<file path="config.mk">
export PLATFORM = sky130hd
export DESIGN_NAME = adc_acq_ctrl
export DESIGN_NICKNAME = d
export VERILOG_FILES = /design/src/verilog/acq_cfg_pkg.sv /design/src/verilog/acq_ctrl_pkg.sv /design/src/verilog/acq_arm_sync.sv /design/src/verilog/acq_sequencer.sv /design/src/verilog/acq_strobe_gen.sv /design/src/verilog/adc_acq_ctrl.sv
export SDC_FILE = /design/constraint.sdc
export NUM_CORES = 1
export LEC_CHECK = 0
export BUFFER_PORTS_ARGS = -buffer_cell sky130_fd_sc_hd__clkbuf_2
export CORE_ASPECT_RATIO = 0.75
export CORE_MARGIN = 2
export CORE_UTILIZATION = 43
export DETAILED_ROUTE_END_ITERATION = 10
export GPL_TIMING_DRIVEN = 0
export PLACE_DENSITY = 0.65
export SYNTH_ARGS = -nofsm -noshare
export SYNTH_HDL_FRONTEND = slang
export SYNTH_SLANG_ARGS = --single-unit
</file>
<file path="constraint.sdc">
create_clock -name clk -period 4.2 [get_ports clk]
set_input_delay 0.63 -clock clk [delete_from_list [all_inputs] [get_ports clk]]
set_output_delay 0.63 -clock clk [all_outputs]
set_load 0.02 [all_outputs]
</file>
<file path="src/verilog/acq_cfg_pkg.sv">
package acq_cfg_pkg;

    // fill type as seen by the burst-size logic downstream
    // bit 1 comes from acq_enable1, bit 0 from acq_enable0
    // 2'b00 means the channel is not armed
    typedef logic [1:0] fill_type_t;

    // depth of the enable and trigger synchronizers
    // the trigger pulse and the arming both lag the pins by this many
    // cycles plus one output register
    localparam int default_enable_sync_stages = 4;

    // depth of the ddr3_wr_done synchronizer
    // the write controller runs on its own clock, two flops are enough
    // since the signal is a slow level
    localparam int default_done_sync_stages = 2;

endpackage

</file>
<file path="src/verilog/acq_ctrl_pkg.sv">
package acq_ctrl_pkg;

    // fill sequencer states, in the order they are visited
    typedef enum logic [4:0] {
        // waiting for either enable
        idle,
        // armed, waiting for a trigger address in the FIFO
        watch_for_trig,
        // fill header, once per trigger
        fill_init1,
        fill_init2,
        // waveform header and circular-buffer read setup
        wfm_init1,
        wfm_init2,
        wfm_init3,
        // one four-word ADC burst per pass
        run1,
        run2,
        run3,
        run4,
        // flush the last words out of the buffer read path
        wfm_tst1,
        wfm_tst2,
        // checksum word
        checksum1,
        checksum2,
        // waiting for the DDR3 write controller
        ddr3_wait,
        // held until the trigger drops
        done
    } acq_state_t;

    // output mux selects, at most one is high in any cycle
    typedef struct packed {
        logic fill_hdr_sel;
        logic wfm_hdr_sel;
        logic dat_sel;
        logic checksum_sel;
    } mux_sel_t;

    // enables for the address, burst and fill counters
    typedef struct packed {
        logic address_cntr_en;
        logic burst_cntr_init;
        logic burst_cntr_en;
        logic fill_cntr_en;
    } cntr_ctl_t;

    // circular-buffer read side and trigger FIFO pop
    typedef struct packed {
        logic init_rd_addr;
        logic inc_rd_addr;
        logic latch_dat;
        logic trig_addr_rd_en;
    } circ_buf_ctl_t;

endpackage

</file>
<file path="src/verilog/acq_arm_sync.sv">
`timescale 1ns/1ps

module acq_arm_sync import acq_cfg_pkg::*; #(
    parameter int enable_sync_stages = default_enable_sync_stages,
    parameter int done_sync_stages   = default_done_sync_stages
) (
    input  logic       clk,
    input  logic       adc_acq_full_reset,
    input  logic       acq_enable0,
    input  logic       acq_enable1,
    input  logic       acq_trig,
    input  logic       ddr3_wr_done,
    output logic       mode_enabled,
    output fill_type_t fill_type,
    output logic       trig_level,
    output logic       trig_pulse,
    output logic       wr_done
);

    // the three front-panel inputs share one synchronizer chain
    typedef struct packed {
        logic trig;
        logic enable1;
        logic enable0;
    } sync_in_t;

    sync_in_t                          raw_in;
    sync_in_t [enable_sync_stages-1:0] in_sync;
    sync_in_t                          in_last;
    // one stage past the end of the chain, for edge detection
    logic                              trig_dly;
    logic [done_sync_stages-1:0]       done_sync;

    assign raw_in  = {acq_trig, acq_enable1, acq_enable0};
    assign in_last = in_sync[enable_sync_stages-1];

    // stage 0 samples the pins, the last stage is the one used
    always_ff @(posedge clk) begin
        if (adc_acq_full_reset) begin
            in_sync   <= '0;
            trig_dly  <= 1'b0;
            done_sync <= '0;
        end else begin
            in_sync   <= {in_sync[enable_sync_stages-2:0], raw_in};
            trig_dly  <= in_last.trig;
            done_sync <= {done_sync[done_sync_stages-2:0], ddr3_wr_done};
        end
    end

    // armed whenever either enable is set
    // fill type is the raw enable pair, registered alongside
    always_ff @(posedge clk) begin
        if (adc_acq_full_reset) begin
            mode_enabled <= 1'b0;
            fill_type    <= '0;
            trig_pulse   <= 1'b0;
        end else begin
            mode_enabled <= in_last.enable0 | in_last.enable1;
            fill_type    <= {in_last.enable1, in_last.enable0};
            // rising edge at the end of the chain, only while armed
            trig_pulse   <= in_last.trig & ~trig_dly & mode_enabled;
        end
    end

    // level of the trigger, used by the sequencer to hold in done
    assign trig_level = in_last.trig;

    // write-done level in the clk domain
    assign wr_done = done_sync[done_sync_stages-1];

endmodule

</file>
<file path="src/verilog/acq_sequencer.sv">
`timescale 1ns/1ps

module acq_sequencer import acq_ctrl_pkg::*; (
    input  logic       clk,
    input  logic       adc_acq_full_reset,
    input  logic       mode_enabled,
    input  logic       trig_level,
    input  logic       trig_fifo_empty,
    input  logic       burst_cntr_zero,
    input  logic       wr_done,
    output acq_state_t next_state
);

    acq_state_t state;

    always_ff @(posedge clk) begin
        if (adc_acq_full_reset) begin
            state <= idle;
        end else begin
            state <= next_state;
        end
    end

    // next_state also feeds the strobe decoder, so strobes line up
    // with state entry
    always_comb begin
        next_state = state;
        case (state)
            // stay here until one of the enables is set
            idle: begin
                if (mode_enabled) begin
                    next_state = watch_for_trig;
                end
            end
            // the trigger FIFO is FWFT, non-empty means an address is ready
            // DDR3 reads may run while we sit here
            watch_for_trig: begin
                if (!trig_fifo_empty) begin
                    next_state = fill_init1;
                end
            end
            // two cycles for the fill header
            fill_init1: next_state = fill_init2;
            fill_init2: next_state = wfm_init1;
            // three cycles for the waveform header and read setup
            wfm_init1:  next_state = wfm_init2;
            wfm_init2:  next_state = wfm_init3;
            wfm_init3:  next_state = run1;
            // one 32-bit word per run state, forwarded as 128 bits in run4
            run1:       next_state = run2;
            run2:       next_state = run3;
            run3:       next_state = run4;
            run4: begin
                // counter was decremented on entry to run1
                if (burst_cntr_zero) begin
                    next_state = wfm_tst1;
                end else begin
                    next_state = run1;
                end
            end
            // buffer read latency, the last words are still in flight
            wfm_tst1:   next_state = wfm_tst2;
            wfm_tst2:   next_state = checksum1;
            checksum1:  next_state = checksum2;
            checksum2:  next_state = ddr3_wait;
            // hold until the write controller has drained the fill
            ddr3_wait: begin
                if (wr_done) begin
                    next_state = done;
                end
            end
            // a trigger still held high must not start another fill
            done: begin
                if (!(mode_enabled && trig_level)) begin
                    next_state = idle;
                end
            end
            default:    next_state = idle;
        endcase
    end

endmodule

</file>
<file path="src/verilog/acq_strobe_gen.sv">
`timescale 1ns/1ps

module acq_strobe_gen import acq_ctrl_pkg::*; (
    input  logic          clk,
    input  logic          adc_acq_full_reset,
    input  acq_state_t    next_state,
    input  logic          dummy_dat_reset_mode,
    output mux_sel_t      mux_sel,
    output cntr_ctl_t     cntr_ctl,
    output circ_buf_ctl_t circ_buf_ctl,
    output logic          dummy_dat_reset,
    output logic          adc_mux_checksum_update,
    output logic          adc_acq_out_valid,
    output logic          acq_enabled,
    output logic          acq_done,
    output logic          sm_idle
);

    // header and checksum words are valid one cycle after entry
    logic immed_valid;
    // burst words need the extra buffer read delay
    logic burst_start;
    logic burst_dly0;
    logic burst_dly1;

    // every strobe is registered from next_state, so it is high in
    // the same cycles the sequencer spends in the state
    always_ff @(posedge clk) begin
        if (adc_acq_full_reset) begin
            mux_sel         <= '0;
            cntr_ctl        <= '0;
            circ_buf_ctl    <= '0;
            dummy_dat_reset <= 1'b0;
            immed_valid     <= 1'b0;
            burst_start     <= 1'b0;
            acq_enabled     <= 1'b0;
            acq_done        <= 1'b0;
            sm_idle         <= 1'b1;
        end else begin
            mux_sel         <= '0;
            cntr_ctl        <= '0;
            circ_buf_ctl    <= '0;
            dummy_dat_reset <= 1'b0;
            immed_valid     <= 1'b0;
            burst_start     <= 1'b0;
            acq_done        <= 1'b0;
            sm_idle         <= 1'b0;
            // low only while DDR3 is free for reads
            acq_enabled     <= 1'b1;
            case (next_state)
                idle, watch_for_trig: begin
                    sm_idle     <= 1'b1;
                    acq_enabled <= 1'b0;
                end
                fill_init1: begin
                    mux_sel.fill_hdr_sel <= 1'b1;
                end
                fill_init2: begin
                    // fill header goes to the FIFO
                    immed_valid              <= 1'b1;
                    cntr_ctl.address_cntr_en <= 1'b1;
                end
                wfm_init1: begin
                    // 0 lets the dummy data free-run, 1 restarts it per waveform
                    dummy_dat_reset              <= dummy_dat_reset_mode;
                    circ_buf_ctl.init_rd_addr    <= 1'b1;
                    // pop the trigger address, FWFT so it was already on the bus
                    circ_buf_ctl.trig_addr_rd_en <= 1'b1;
                end
                wfm_init2: begin
                    immed_valid              <= 1'b1;
                    cntr_ctl.burst_cntr_init <= 1'b1;
                    mux_sel.wfm_hdr_sel      <= 1'b1;
                end
                wfm_init3: begin
                    // start the read, data is not ready to latch yet
                    cntr_ctl.address_cntr_en <= 1'b1;
                    circ_buf_ctl.inc_rd_addr <= 1'b1;
                end
                run1, run2, run3, run4: begin
                    circ_buf_ctl.latch_dat   <= 1'b1;
                    circ_buf_ctl.inc_rd_addr <= 1'b1;
                    mux_sel.dat_sel          <= 1'b1;
                    // one decrement per burst
                    cntr_ctl.burst_cntr_en   <= (next_state == run1);
                    // burst is complete in run4
                    cntr_ctl.address_cntr_en <= (next_state == run4);
                    burst_start              <= (next_state == run4);
                end
                wfm_tst1, wfm_tst2: begin
                    // last words of the final burst
                    circ_buf_ctl.latch_dat <= 1'b1;
                    mux_sel.dat_sel        <= 1'b1;
                end
                checksum1: begin
                    mux_sel.checksum_sel <= 1'b1;
                end
                checksum2: begin
                    immed_valid              <= 1'b1;
                    cntr_ctl.address_cntr_en <= 1'b1;
                    cntr_ctl.fill_cntr_en    <= 1'b1;
                end
                done: begin
                    acq_done <= 1'b1;
                end
                default: begin
                    // ddr3_wait drives nothing beyond acq_enabled
                end
            endcase
        end
    end

    // burst path: checksum update two cycles after run4 entry,
    // valid one cycle later once the 128-bit word has settled
    always_ff @(posedge clk) begin
        if (adc_acq_full_reset) begin
            burst_dly0              <= 1'b0;
            burst_dly1              <= 1'b0;
            adc_mux_checksum_update <= 1'b0;
            adc_acq_out_valid       <= 1'b0;
        end else begin
            burst_dly0              <= burst_start;
            burst_dly1              <= burst_dly0;
            adc_mux_checksum_update <= burst_dly0;
            adc_acq_out_valid       <= immed_valid | burst_dly1;
        end
    end

endmodule

</file>
<file path="src/verilog/adc_acq_ctrl.sv">
`timescale 1ns/1ps

module adc_acq_ctrl import acq_cfg_pkg::*, acq_ctrl_pkg::*; #(
    parameter int enable_sync_stages = default_enable_sync_stages,
    parameter int done_sync_stages   = default_done_sync_stages
) (
    input  logic          clk,
    input  logic          adc_acq_full_reset,
    input  logic          acq_enable0,
    input  logic          acq_enable1,
    input  logic          acq_trig,
    input  logic          trig_fifo_empty,
    input  logic          burst_cntr_zero,
    input  logic          ddr3_wr_done,
    input  logic          dummy_dat_reset_mode,
    output fill_type_t    fill_type,
    output mux_sel_t      mux_sel,
    output cntr_ctl_t     cntr_ctl,
    output circ_buf_ctl_t circ_buf_ctl,
    output logic          dummy_dat_reset,
    output logic          adc_mux_checksum_update,
    output logic          adc_acq_out_valid,
    output logic          trig_pulse,
    output logic          acq_enabled,
    output logic          acq_done,
    output logic          sm_idle
);

    // arming and synchronized levels
    logic       mode_enabled;
    logic       trig_level;
    logic       wr_done;
    // sequencer to decoder
    acq_state_t next_state;

    // pins into the clk domain, arming and trigger edge
    acq_arm_sync #(
        .enable_sync_stages (enable_sync_stages),
        .done_sync_stages   (done_sync_stages)
    ) acq_arm_sync_inst (
        .clk                (clk),
        .adc_acq_full_reset (adc_acq_full_reset),
        .acq_enable0        (acq_enable0),
        .acq_enable1        (acq_enable1),
        .acq_trig           (acq_trig),
        .ddr3_wr_done       (ddr3_wr_done),
        .mode_enabled       (mode_enabled),
        .fill_type          (fill_type),
        .trig_level         (trig_level),
        .trig_pulse         (trig_pulse),
        .wr_done            (wr_done)
    );

    // fill sequence FSM
    acq_sequencer acq_sequencer_inst (
        .clk                (clk),
        .adc_acq_full_reset (adc_acq_full_reset),
        .mode_enabled       (mode_enabled),
        .trig_level         (trig_level),
        .trig_fifo_empty    (trig_fifo_empty),
        .burst_cntr_zero    (burst_cntr_zero),
        .wr_done            (wr_done),
        .next_state         (next_state)
    );

    // registered datapath strobes
    acq_strobe_gen acq_strobe_gen_inst (
        .clk                     (clk),
        .adc_acq_full_reset      (adc_acq_full_reset),
        .next_state              (next_state),
        .dummy_dat_reset_mode    (dummy_dat_reset_mode),
        .mux_sel                 (mux_sel),
        .cntr_ctl                (cntr_ctl),
        .circ_buf_ctl            (circ_buf_ctl),
        .dummy_dat_reset         (dummy_dat_reset),
        .adc_mux_checksum_update (adc_mux_checksum_update),
        .adc_acq_out_valid       (adc_acq_out_valid),
        .acq_enabled             (acq_enabled),
        .acq_done                (acq_done),
        .sm_idle                 (sm_idle)
    );

endmodule
</file>
==> results of run 1 <==
==> placed cells by master, fill, tap and decap left out, drive strengths merged, types with 2 or more instances in the layout <==
cell type,count
nor3,3
nor4,3
nand4b,3
a21oi,6
o22a,2
and2,4
inv,2
nand4bb,2
nand2,7
clkinv,2
a31oi,2
dfxtp,42
a211oi,3
nand2b,4
nand3,2
clkbuf,39
o21a,2
buf,9
nor2,15
nor2b,22
nand4,2
or3,2
==> area by class of cell <==
cell class / instances / area, um2
Buffer: 13 / 78.8
Fill cell: 333 / 1540
Multi-Input combinational cell: 99 / 644
Tap cell: 50 / 62.6
Sequential cell: 42 / 841
Clock buffer: 6 / 72.6
Clock inverter: 2 / 13.8
Timing Repair Buffer: 29 / 145
Inverter: 2 / 7.51
==> worst max-delay path by stage <==
stage,from,endpoint,slack [ns]
after detailed placement,burst_cntr_zero,acq_strobe_gen_inst.dummy_dat_reset$_SDFF_PP0_,2.10
after CTS,acq_sequencer_inst.state[0]$_SDFF_PP0_,acq_strobe_gen_inst.immed_valid$_SDFF_PP0_,2.26
after floorplan,burst_cntr_zero,acq_strobe_gen_inst.sm_idle$_SDFF_PP1_,2.45
after global placement,burst_cntr_zero,acq_strobe_gen_inst.dummy_dat_reset$_SDFF_PP0_,2.14
after global routing,acq_sequencer_inst.state[0]$_SDFF_PP0_,acq_strobe_gen_inst.acq_enabled$_SDFF_PP0_,2.15
final,acq_sequencer_inst.state[0]$_SDFF_PP0_,acq_strobe_gen_inst.acq_enabled$_SDFF_PP0_,2.24
==> cells by family after synthesis <==
family / count (synthesis) / share of synthesized area, %
muxes: 1 / 0.637
AOI/OAI and AO/OA: 22 / 10.7
and+or+nand+nor: 76 / 29.7
buffers and inverters: 15 / 5.49
DFF: 42 / 53.5
==> sequential cells by signal, summed over array words and instances, names as in the netlist, 2 cells and up <==
name,cells
acq_arm_sync_inst.in_sync,9
acq_sequencer_inst.state,5
acq_strobe_gen_inst.cntr_ctl,4
acq_strobe_gen_inst.mux_sel,3
acq_arm_sync_inst.done_sync,2
acq_arm_sync_inst.fill_type,2
acq_arm_sync_inst.in_last,2
acq_strobe_gen_inst.circ_buf_ctl,2
==> power by group <==
part	total, mW	internal, mW	switching [mW]
registers	0.424	0.416	0.00817
logic	0.147	0.0611	0.0859
clock network	0.248	0.117	0.131
==> worst max-delay path: cells and delay by family (launching register included) <==
family	cells	cell delay, ns
compound gates	3	0.76
buf+inv	1	0.39
simple gates	1	0.24
flops	1	0.43
==> layer usage <==
| metal | share of wire (%) | routed length (um) |
|---|---|---|
| met2 | 43 | 1340 |
| met1 | 50 | 1550 |
| met3 | 4.9 | 151 |
| met5 | 0 | 0 |
| met4 | 1.3 | 39 |
==> through the flow <==
stage | setup WS [ns] | cell area (um2) | hold WS (ns) | util, % | total power [mW]
5_1_grt | 2.15 | 1870 | 0.462 | 54.9 | 0.861
6_report | 2.24 | 1870 | 0.437 | 54.9 | 0.819
3_5_place_dp | 2.10 | 1780 | 0.422 | 52.3 | 0.580
3_3_place_gp | 2.14 | 1780 | 0.420 | 52.3 | 0.578
4_1_cts | 2.26 | 1870 | 0.441 | 54.9 | 0.824
2_1_floorplan | 2.45 | 1570 | 0.411 | - | 0.541
==> metrics.md, run 1 <==
| Metric | Value |
|---|---|
| Reg clk slew, reported paths | around 0.08 ns |
| CP required | roughly 4.4 ns |
| H-tree levels | 2 |
| Outcome | complete, no violations |
| Max-cap violations | 0 |
| Hold buffers post-CTS | 0 |
| Port bufs | 29 |
| Synth Instances | about 160 |
| Reg2Reg Depth | 5 |
| CP Max Fanout | 10 |
| R2R Path End | acq_strobe_gen_inst.acq_enabled$_SDFF_PP0_ |
| Hold_sp | acq_arm_sync_inst.in_sync[4]$_SDFF_PP0_ |
| Post-synthesis register bit count | between 40 and 50 |
| Share of cells above drive strength 1 | 27.5% |
| Count leader, synth | dfxtp_1 |
| Clk Latency, worst-skew pair | 0.29 ns |
| Worst hold path type | reg -> reg |
| Largest net degree at the start of global routing | 14 |
| Vias | 1,178 |
| Nets | around 200 |
| Worst clock skew | roughly 0.0042 ns |
| Met2 Use GR | 23.6% |
| Clock Path Buffers | 2 |
| Final Slew Violations | 0 |
| Slew HR | 57.7% |
| Tmin final | 1.96 ns |
| Yosys top cell by area | dfxtp_1 |
| Antenna violations before repair | 0 |
| Critical-path cell list | clkbuf_1 -> a211oi_1 -> a21oi_1 -> and2_1 -> a31oi_1 |
| Rows | 18 |
| Final Hold Fails | 0 |
| Worst IR Drop VDD | between 200 and 250 uV |
| Core area | ~3400 um2 |
| Most frequent cells after synthesis | dfxtp_1, nor2b_1, nor2_1 |
| Worst R2R Start | acq_sequencer_inst.state[0]$_SDFF_PP0_ |
| IO Pins | 30 |
| Placed cell count | around 240 |
| Clock sink count | 42 |
| RSZ-0062 raised after global routing | no |
| GR peak layer | met1 |
| Met1 usage in global routing | 23.6% |
| DR iter-0 viols | 61 |
| Initial Util | 46.2% |
| Worst Setup Start Kind | flop |
| Hold path depth | 1 |
| Non-Filler Instances | ~240 |
| Post_cts resized | 0 |
| Syn Std Cell Area | 1570 um2 |
| CTS tree | built |
| Clock root buffer | clkbuf_8 |
| Crit-path slowest cell | a21oi_1 |
| DP Wirelength | 2300 um |
| Antenna cells | 0 |
| Syn Nets | 165 |
| Fmax | just over 500 MHz |
| Final Cycle Share | 46.8% |
| Ys async rst share | 0% |
| Pleak | ~0.78 nW |
| Final setup viols | 0 |
| Synth top area share | 53.5% |
| Yosys warning count | 0 |
| Pwr per Cell Area | 439 nW/um2 |
| Hold Path End | acq_arm_sync_inst.in_sync[7]$_SDFF_PP0_ |
| Register area share after synthesis | between 50% and 60% |
| GRT Util Overall | 16.4% |
| Register-to-register path setup slack | 2.24 ns |
| CTS Buf Count | 5 |
| Avg WL per Cell | 12.7 um |
| Congestion Overflow GR | 0 |
| Die area | roughly 4200 um2 |
| Gp weighted congestion | about 0.85 |
| Yosys cell types | 43 |
| Crit path largest cell delay | ~0.53 ns |
| Vias in the first global route | 1,102 |
| Routed Antenna Nets | 0 |
| Drt via density | 4.85 |
| # DRC | 0 |
| Main flop type after synthesis | dfxtp_1 |
| Area contributors post-synth | dfxtp_1, nor2b_1, nor2_1 |
| DIE WIDTH | 73.8 um |
| Post-CTS setup buffers | 0 |
| M3 GR Usage | 4.31% |
| Global-route wire length before repair | 5160 um |
| WL final | 3080 um |
| WP data arrival | 2.12 ns |
| Syn avg cell area | between 10 and 15 um2 |
| Fin Setup TNS | 0 ns |
| Drt first pass iters | 4 |
| Setup crit end kind | flop |
| Layout area overhead | 18.7% |
| CP Class | reg -> reg |
| Worst-margin pin slew | 0.634 ns |
| Count of flip-flops with a built-in enable after synthesis | 0 |
| Die Height | 56.4 um |
(Power assumes the default switching activity.)
==> inputs of run 2 (changes only) <==
--- a/config.mk
+++ b/config.mk
@@ -11,7 +11,7 @@
 export CORE_UTILIZATION = 43
 export DETAILED_ROUTE_END_ITERATION = 10
 export GPL_TIMING_DRIVEN = 0
-export PLACE_DENSITY = 0.65
+export PLACE_DENSITY = 0.67
 export SYNTH_ARGS = -nofsm -noshare
 export SYNTH_HDL_FRONTEND = slang
 export SYNTH_SLANG_ARGS = --single-unit
==> constraint.sdc (replaced) <==
create_clock -name clk -period 1.6 [get_ports clk]
set_input_delay 0.24 -clock clk [delete_from_list [all_inputs] [get_ports clk]]
set_output_delay 0.24 -clock clk [all_outputs]
set_load 0.02 [all_outputs]
==> run 2 against run 1 <==
  * The run now ends with negative setup slack left
  * Highest routed layer unchanged
  * Global-route usage is 1.3 points higher
  * Routed wire length is 20% higher
  * Register-to-register slack worse by 2.4 ns
  * Die area stayed put
  * Utilization is 8.1 points higher
  * First-iteration DRC count is 46% higher
  * Final area is 15% higher
  * Sequential power grew to 2.6 times the previous value
==> metrics.md, run 2 (synthesis results as in run 1) <==
| Metric | Value |
|---|---|
| WHS | 0.144 ns |
| Die Height | 56.4 um |
| Rows | 18 |
| Placed cell count | 235 |
| Final Cycle Share | 109% |
| Register with the most flip-flops | acq_arm_sync_inst.in_sync |
| Pwr per Cell Area | 1090 nW/um2 |
| CP Max Fanout | 3 |
| CP Class | reg -> reg |
| Largest net degree at the start of global routing | 13 |
| Antenna cells | 0 |
| Worst path buffer plus inverter count | 1 |
| CTS tree | built |
| Comb power frac | 24.7% |
| Fmax | 576 MHz |
| Non-Filler Instances | 256 |
| WP data arrival | 1.96 ns |
| Vias in the first global route | 1,105 |
| # DRC | 0 |
| RSZ-0062 raised after global routing | yes |
| Port bufs | 29 |
| IO Pins | 30 |
| Initial Util | 46.2% |
| Slew HR | between 60% and 70% |
| Clock root buffer | clkbuf_8 |
| Clock share of power | between 20% and 30% |
| DIE WIDTH | roughly 74 um |
| Outcome | finished with violations |
| Drt via density | 4.99 |
| Max reg flops | 9 |
| GRT Util Overall | 17.7% |
| Avg WL per Cell | 14.4 um |
| Clk Latency, worst-skew pair | 0.30 ns |
| Core area | 3400 um2 |
| Global-route wire length before repair | between 5000 and 6000 um |
| Nets | 215 |
| Final Hold Fails | 0 |
| Worst Setup Start Kind | flop |
| Worst Slack Setup Final | -0.137 ns |
| Routed Antenna Nets | 0 |
| Internal power | 1.68 mW |
| Commonest cells after routing, fill and taps aside | dfxtp_1, clkbuf_2, nor2b_1, buf_4, nor2_1 |
| Antenna violations before repair | 0 |
| Setup crit end kind | flop |
| Top cell by count, worst path | o22a_1 |
| Register-to-register path setup slack | -0.14 ns |
| Share of cells above drive strength 1 | 43.2% |
| WL final | 3690 um |
| CP delay by family, top | simple AND/OR/NAND/NOR gates |
| Sw frac | 28.4% |
| Flop pwr share | a little under half |
| Failing checks | negative setup slack |
| Clock sink count | 42 |
| Tmin final | 1.74 ns |
| DP Wirelength | 2150 um |
| Critical-path cell list | buf_6 -> or3_4 -> o22a_1 -> or3_1 -> o22a_1 -> a21oi_1 |
| Crit path largest cell delay | around 0.34 ns |
| Pleak | 0.881 nW |
| Worst hold path type | in -> reg |
| Die area | 4160 um2 |
| Final Slew Violations | 0 |
| Congestion Overflow GR | 0 |
| Vias | 1,277 |
| Clock Path Buffers | 2 |
| Largest regs | acq_arm_sync_inst.in_sync: 9 flops, acq_sequencer_inst.state: 5 flops, acq_strobe_gen_inst.cntr_ctl: 4 flops |
| Drt first pass iters | 5 |
| CTS Buf Count | 5 |
| Gp weighted congestion | ~0.84 |
| Worst-margin pin slew | 0.496 ns |
| Switch Pwr | ~0.67 mW |
| Crit-path slowest cell | dfxtp_2 |
| Max-cap violations | 0 |
| Final setup viols | 13 |
| CP required | 1.82 ns |
| H-tree levels | 2 |
| Worst IR Drop VDD | 631 uV |
| Reg clk slew, reported paths | ~0.080 ns |
| Worst clock skew | 0.00560 ns |
| Commonest non-fill, non-tap cell in the layout | dfxtp_1 |
| Layout area overhead | 36.3% |
| Hold buffers post-CTS | 0 |
| DR iter-0 viols | 89 |
run 2: cell count changes in the layout (fill, tap and decap cells not counted), sizes merged:
cell and change:
buf +14, clkinv -2, clkinvlp +1
run 2: final timing paths:
path,start,to,depth (start not counted)
worst min register to register,acq_arm_sync_inst.in_sync[2]$_SDFF_PP0_,acq_arm_sync_inst.in_sync[5]$_SDFF_PP0_,1
worst max-delay path,acq_sequencer_inst.state[2]$_SDFF_PP0_,acq_strobe_gen_inst.mux_sel[1]$_SDFF_PP0_,6
worst min-delay path,dummy_dat_reset_mode,acq_strobe_gen_inst.dummy_dat_reset$_SDFF_PP0_,2
worst max register to register,acq_sequencer_inst.state[2]$_SDFF_PP0_,acq_strobe_gen_inst.mux_sel[1]$_SDFF_PP0_,6
run 2: per-layer routing:
metal  global-route usage [%]  vias to the layer above  share of wire (%)
li1                         -                      631                  -
met5                        0                        -                  0
met3                     7.00                        6                7.1
met4                     8.57                        0                2.0
met2                     23.3                       56                 47
met1                     24.7                      584                 44
run 2: worst register-to-register path, delay by kind of cell, from the launching register on:
kind                   cells  cell delay, ns
and+or+nand+nor            2            0.64
buffers and inverters      1            0.12
DFF                        1            0.34
AOI/OAI and AO/OA          3            0.56
run 2: metrics by stage:
step | setup TNS (ns) | total power, mW | cell area [um2] | util, % | worst slack, ns
floorplan | -0.0837 | 1.42 | 1580 | - | -0.0312
global placement | -2.81 | 1.52 | 1790 | 52.6 | -0.276
detailed placement | -2.46 | 1.52 | 1790 | 52.6 | -0.265
CTS | -0.671 | 2.24 | 2000 | 58.9 | -0.140
global route | -1.88 | 2.46 | 2140 | 63.0 | -0.206
finish | -0.933 | 2.34 | 2140 | 63.0 | -0.137
run 2: area by class of cell:
type / instances / area, um2
plain buffers: 11 / 78.8
clock inverters: 1 / 7.51
inverters: 2 / 7.51
well taps: 50 / 62.6
flip-flops and latches: 42 / 851
multi-input cells: 99 / 785
clock buffers: 6 / 72.6
fillers: 258 / 1260
repair buffers: 45 / 278
run 2: power groups by stage:
stage | clock network (mW) | registers [mW] | logic (mW)
floorplan | 0 | 1.16 | 0.264
global placement | 0 | 1.14 | 0.382
detailed placement | 0 | 1.14 | 0.382
CTS | 0.655 | 1.12 | 0.468
global route | 0.709 | 1.13 | 0.620
finish | 0.645 | 1.12 | 0.579
run 2: repair_timing:
| item | 4_1_cts | 5_1_grt |
|---|---|---|
| pin swaps | 10 | 15 |
| cloned | 0 | 1 |
| resized for setup | 24 | 20 |
| setup buffers | 9 | 6 |
| setup endpoints to repair | 15 | 14 |
==> inputs of run 3 (changes only) <==
--- a/config.mk
+++ b/config.mk
@@ -5,6 +5,7 @@
 export SDC_FILE = /design/constraint.sdc
 export NUM_CORES = 1
 export LEC_CHECK = 0
+export ABC_AREA = 1
 export BUFFER_PORTS_ARGS = -buffer_cell sky130_fd_sc_hd__clkbuf_2
 export CORE_ASPECT_RATIO = 0.75
 export CORE_MARGIN = 2
==> run 3 against run 2 <==
  * The flow now finishes without violations
  * Critical path type unchanged
  * Fmax is 18% higher
  * Via count is 4.5% lower
  * Clock skew decreased by 0.0018 ns
  * Cell count grew 5.5%
  * First-iteration DRC count decreased by 43%
  * Register-to-register slack better by 0.26 ns
  * Global-route usage decreased by 3.1 points
  * Setup slack improved by 0.26 ns
  * Critical path depth rose by 2
  * Count of clock-buffer cells in the layout grew 1
==> metrics.md, run 3 <==
| Metric | Value |
|---|---|
| Worst clock skew | 0.00381 ns |
| DIE WIDTH | 72.7 um |
| Synth top area share | 55.3% |
| Pleak | 0.980 nW |
| Die area | about 4000 um2 |
| Fin util | between 50% and 60% |
| GR peak layer | met1 |
| Count of flip-flops with a built-in enable after synthesis | 0 |
| Vias | around 1,200 |
| Count leader, synth | nor2_1 |
| Post-synthesis register bit count | 42 |
| Clk Latency, worst-skew pair | roughly 0.29 ns |
| Gp weighted congestion | 0.902 |
| Syn Std Cell Area | roughly 1500 um2 |
| Drt first pass iters | 4 |
| Final Hold Fails | 0 |
| Layout area overhead | 19.4% |
| Tmin final | ~1.5 ns |
| Congestion Overflow GR | 0 |
| # DRC | 0 |
| Met1 usage in global routing | 20.4% |
| Area contributors post-synth | dfxtp_1, nor2_1, inv_1 |
| Post_cts resized | 0 |
| Register with the most flip-flops | acq_arm_sync_inst.in_sync |
| RSZ-0062 raised after global routing | no |
| Register-to-register path setup slack | between 0.1 and 0.15 ns |
| IO Pins | 30 |
| GRT Util Overall | 14.6% |
| Clock root buffer | clkbuf_8 |
| Ys async rst share | 0% |
| Initial Util | a little under half |
| WL final | approximately 2700 um |
| Fillers | around 320 |
| CTS Buf Count | 5 |
| DR iter-0 viols | just over 50 |
| Syn avg cell area | 7.84 um2 |
| Pwr per Cell Area | approximately 990 nW/um2 |
| Register area share after synthesis | 55.3% |
| WP data arrival | 1.64 ns |
| Critical-path cell list | nand2_1 -> inv_1 -> nand3_2 -> o21ai_0 -> nor2_1 -> nand4_1 -> nor2_1 -> nor2_1 |
| Hold buffers post-CTS | 0 |
| Nets | 238 |
| Drt via density | 4.52 |
| Met2 Use GR | 19.5% |
| Outcome | complete, no violations |
| M3 GR Usage | approximately 7% |
| Commonest non-fill, non-tap cell in the layout | nor2_1 |
| Worst R2R Start | acq_sequencer_inst.state[2]$_SDFF_PP0_ |
| Main flop type after synthesis | dfxtp_1 |
| CTS tree | built |
| Worst-margin pin slew | 0.475 ns |
| Final setup viols | 0 |
| Worst hold path type | in -> reg |
| Worst Setup Start Kind | flop |
| Most frequent cells after synthesis | nor2_1, dfxtp_1, inv_1 |
| Final Cycle Share | 92.3% |
| Reg clk slew, reported paths | 0.07 ns |
| Fin Setup TNS | 0 ns |
| Clock Path Buffers | 2 |
| Crit-path slowest cell | dfxtp_1 |
| Reg2Reg Depth | 8 |
| Antenna violations before repair | 0 |
| Fmax | 677 MHz |
| Yosys cell types | 25 |
| Top cell by count, worst path | nor2_1 |
| Routed Antenna Nets | 0 |
| Share of cells above drive strength 1 | about 22% |
| CP delay by family, top | simple AND/OR/NAND/NOR gates |
| Worst setup path startpoint | acq_sequencer_inst.state[2]$_SDFF_PP0_ |
| Setup crit end kind | flop |
| Max-cap violations | 0 |
| Core area | roughly 3300 um2 |
| Port bufs | 28 |
| R2R Path End | acq_strobe_gen_inst.acq_enabled$_SDFF_PP0_ |
| Largest net degree at the start of global routing | 13 |
| Final Total Pwr | 1.80 mW |
| Largest regs | acq_arm_sync_inst.in_sync: 9 flops, acq_sequencer_inst.state: 5 flops, acq_strobe_gen_inst.cntr_ctl: 4 flops |
| Worst path buffer plus inverter count | 1 |
| Global-route wire length before repair | between 4000 and 5000 um |
| Crit path largest cell delay | 0.36 ns |
| Yosys warning count | 0 |
| Cell count along the critical path | 8 |
| DP Wirelength | 1950 um |
| Slew HR | about 68% |
| Antenna cells | 0 |
| Clock sink count | 42 |
| Worst IR Drop VDD | around 700 uV |
| Syn Nets | 203 |
| H-tree levels | 2 |
| Vias in the first global route | 995 |
| Synth Instances | 194 |
| Commonest cells after routing, fill and taps aside | nor2_1, dfxtp_1, inv_1, clkbuf_2, nand2_1 |
| CP required | around 1.8 ns |
| Yosys top cell by area | dfxtp_1 |
| Die Height | 55.5 um |
| Avg WL per Cell | around 10 um |
| CP Capture Point | acq_strobe_gen_inst.acq_enabled$_SDFF_PP0_ |
| Rows | 18 |
| Final Slew Violations | 0 |
| Post-CTS setup buffers | 0 |
| CP Class | reg -> reg |
| CP Max Fanout | 4 |
| Max reg flops | 9 |
## run 3: worst min-delay path, cell delays in order
cell and delay, ns:
clkbuf_2 0.08, inv_1 0.04, nor2_1 0.03
## run 3: logic make-up (layout without fill, tap and decap cells)
| logic type | after synthesis | after routing | synth area share, % |
|---|---|---|---|
| and+or+nand+nor | 94 | 94 | 28.3 |
| DFF | 42 | 42 | 55.3 |
| AOI/OAI and AO/OA | 10 | 10 | 3.70 |
| buffers and inverters | 48 | 84 | 12.7 |
## run 3: area by class of cell
type | instances | area, um2 | area share (%)
flip-flops and latches | 42 | 842 | 46.4
multi-input cells | 104 | 499 | 27.5
inverters | 41 | 154 | 8.48
repair buffers | 28 | 140 | 7.72
clock buffers | 7 | 86.3 | 4.76
well taps | 40 | 50.0 | 2.76
plain buffers | 7 | 38.8 | 2.14
clock inverters | 1 | 5.00 | 0.276
## run 3: metrics by stage
step / hold slack [ns] / worst slack [ns] / instances / area [um2]
floorplan: 0.347 / 0.349 / 194 / 1520
global placement: 0.388 / 0.113 / 262 / 1710
detailed placement: 0.392 / 0.123 / 262 / 1710
CTS: 0.127 / 0.104 / 270 / 1800
global route: 0.127 / 0.00348 / 270 / 1820
finish: 0.130 / 0.123 / 270 / 1820
## run 3: report_power, final
part           switching (mW)  internal [mW]  total, mW
logic                  0.0375         0.0202     0.0577
clock network           0.330          0.348      0.678
registers             0.00490           1.06       1.07
## run 3: layer usage
metal | vias up | share of wire, % | wire, um
li1 | 644 | - | -
met3 | 2 | 5.9 | 158
met2 | 37 | 41 | 1120
met1 | 537 | 52 | 1400
met5 | - | 0 | 0
met4 | 0 | 0.56 | 15
## run 3: worst min-delay path by stage
stage | start | cells past startpoint | end | slack [ns]
after floorplan | ddr3_wr_done | 2 | acq_arm_sync_inst.done_sync[0]$_SDFF_PP0_ | 0.35
after global placement | acq_arm_sync_inst.trig_dly$_SDFF_PP0_ | 1 | acq_arm_sync_inst.trig_pulse$_SDFF_PP0_ | 0.39
after detailed placement | acq_arm_sync_inst.trig_dly$_SDFF_PP0_ | 1 | acq_arm_sync_inst.trig_pulse$_SDFF_PP0_ | 0.39
after CTS | ddr3_wr_done | 3 | acq_arm_sync_inst.done_sync[0]$_SDFF_PP0_ | 0.13
after global routing | acq_enable1 | 3 | acq_arm_sync_inst.in_sync[1]$_SDFF_PP0_ | 0.13
final | ddr3_wr_done | 3 | acq_arm_sync_inst.done_sync[0]$_SDFF_PP0_ | 0.13
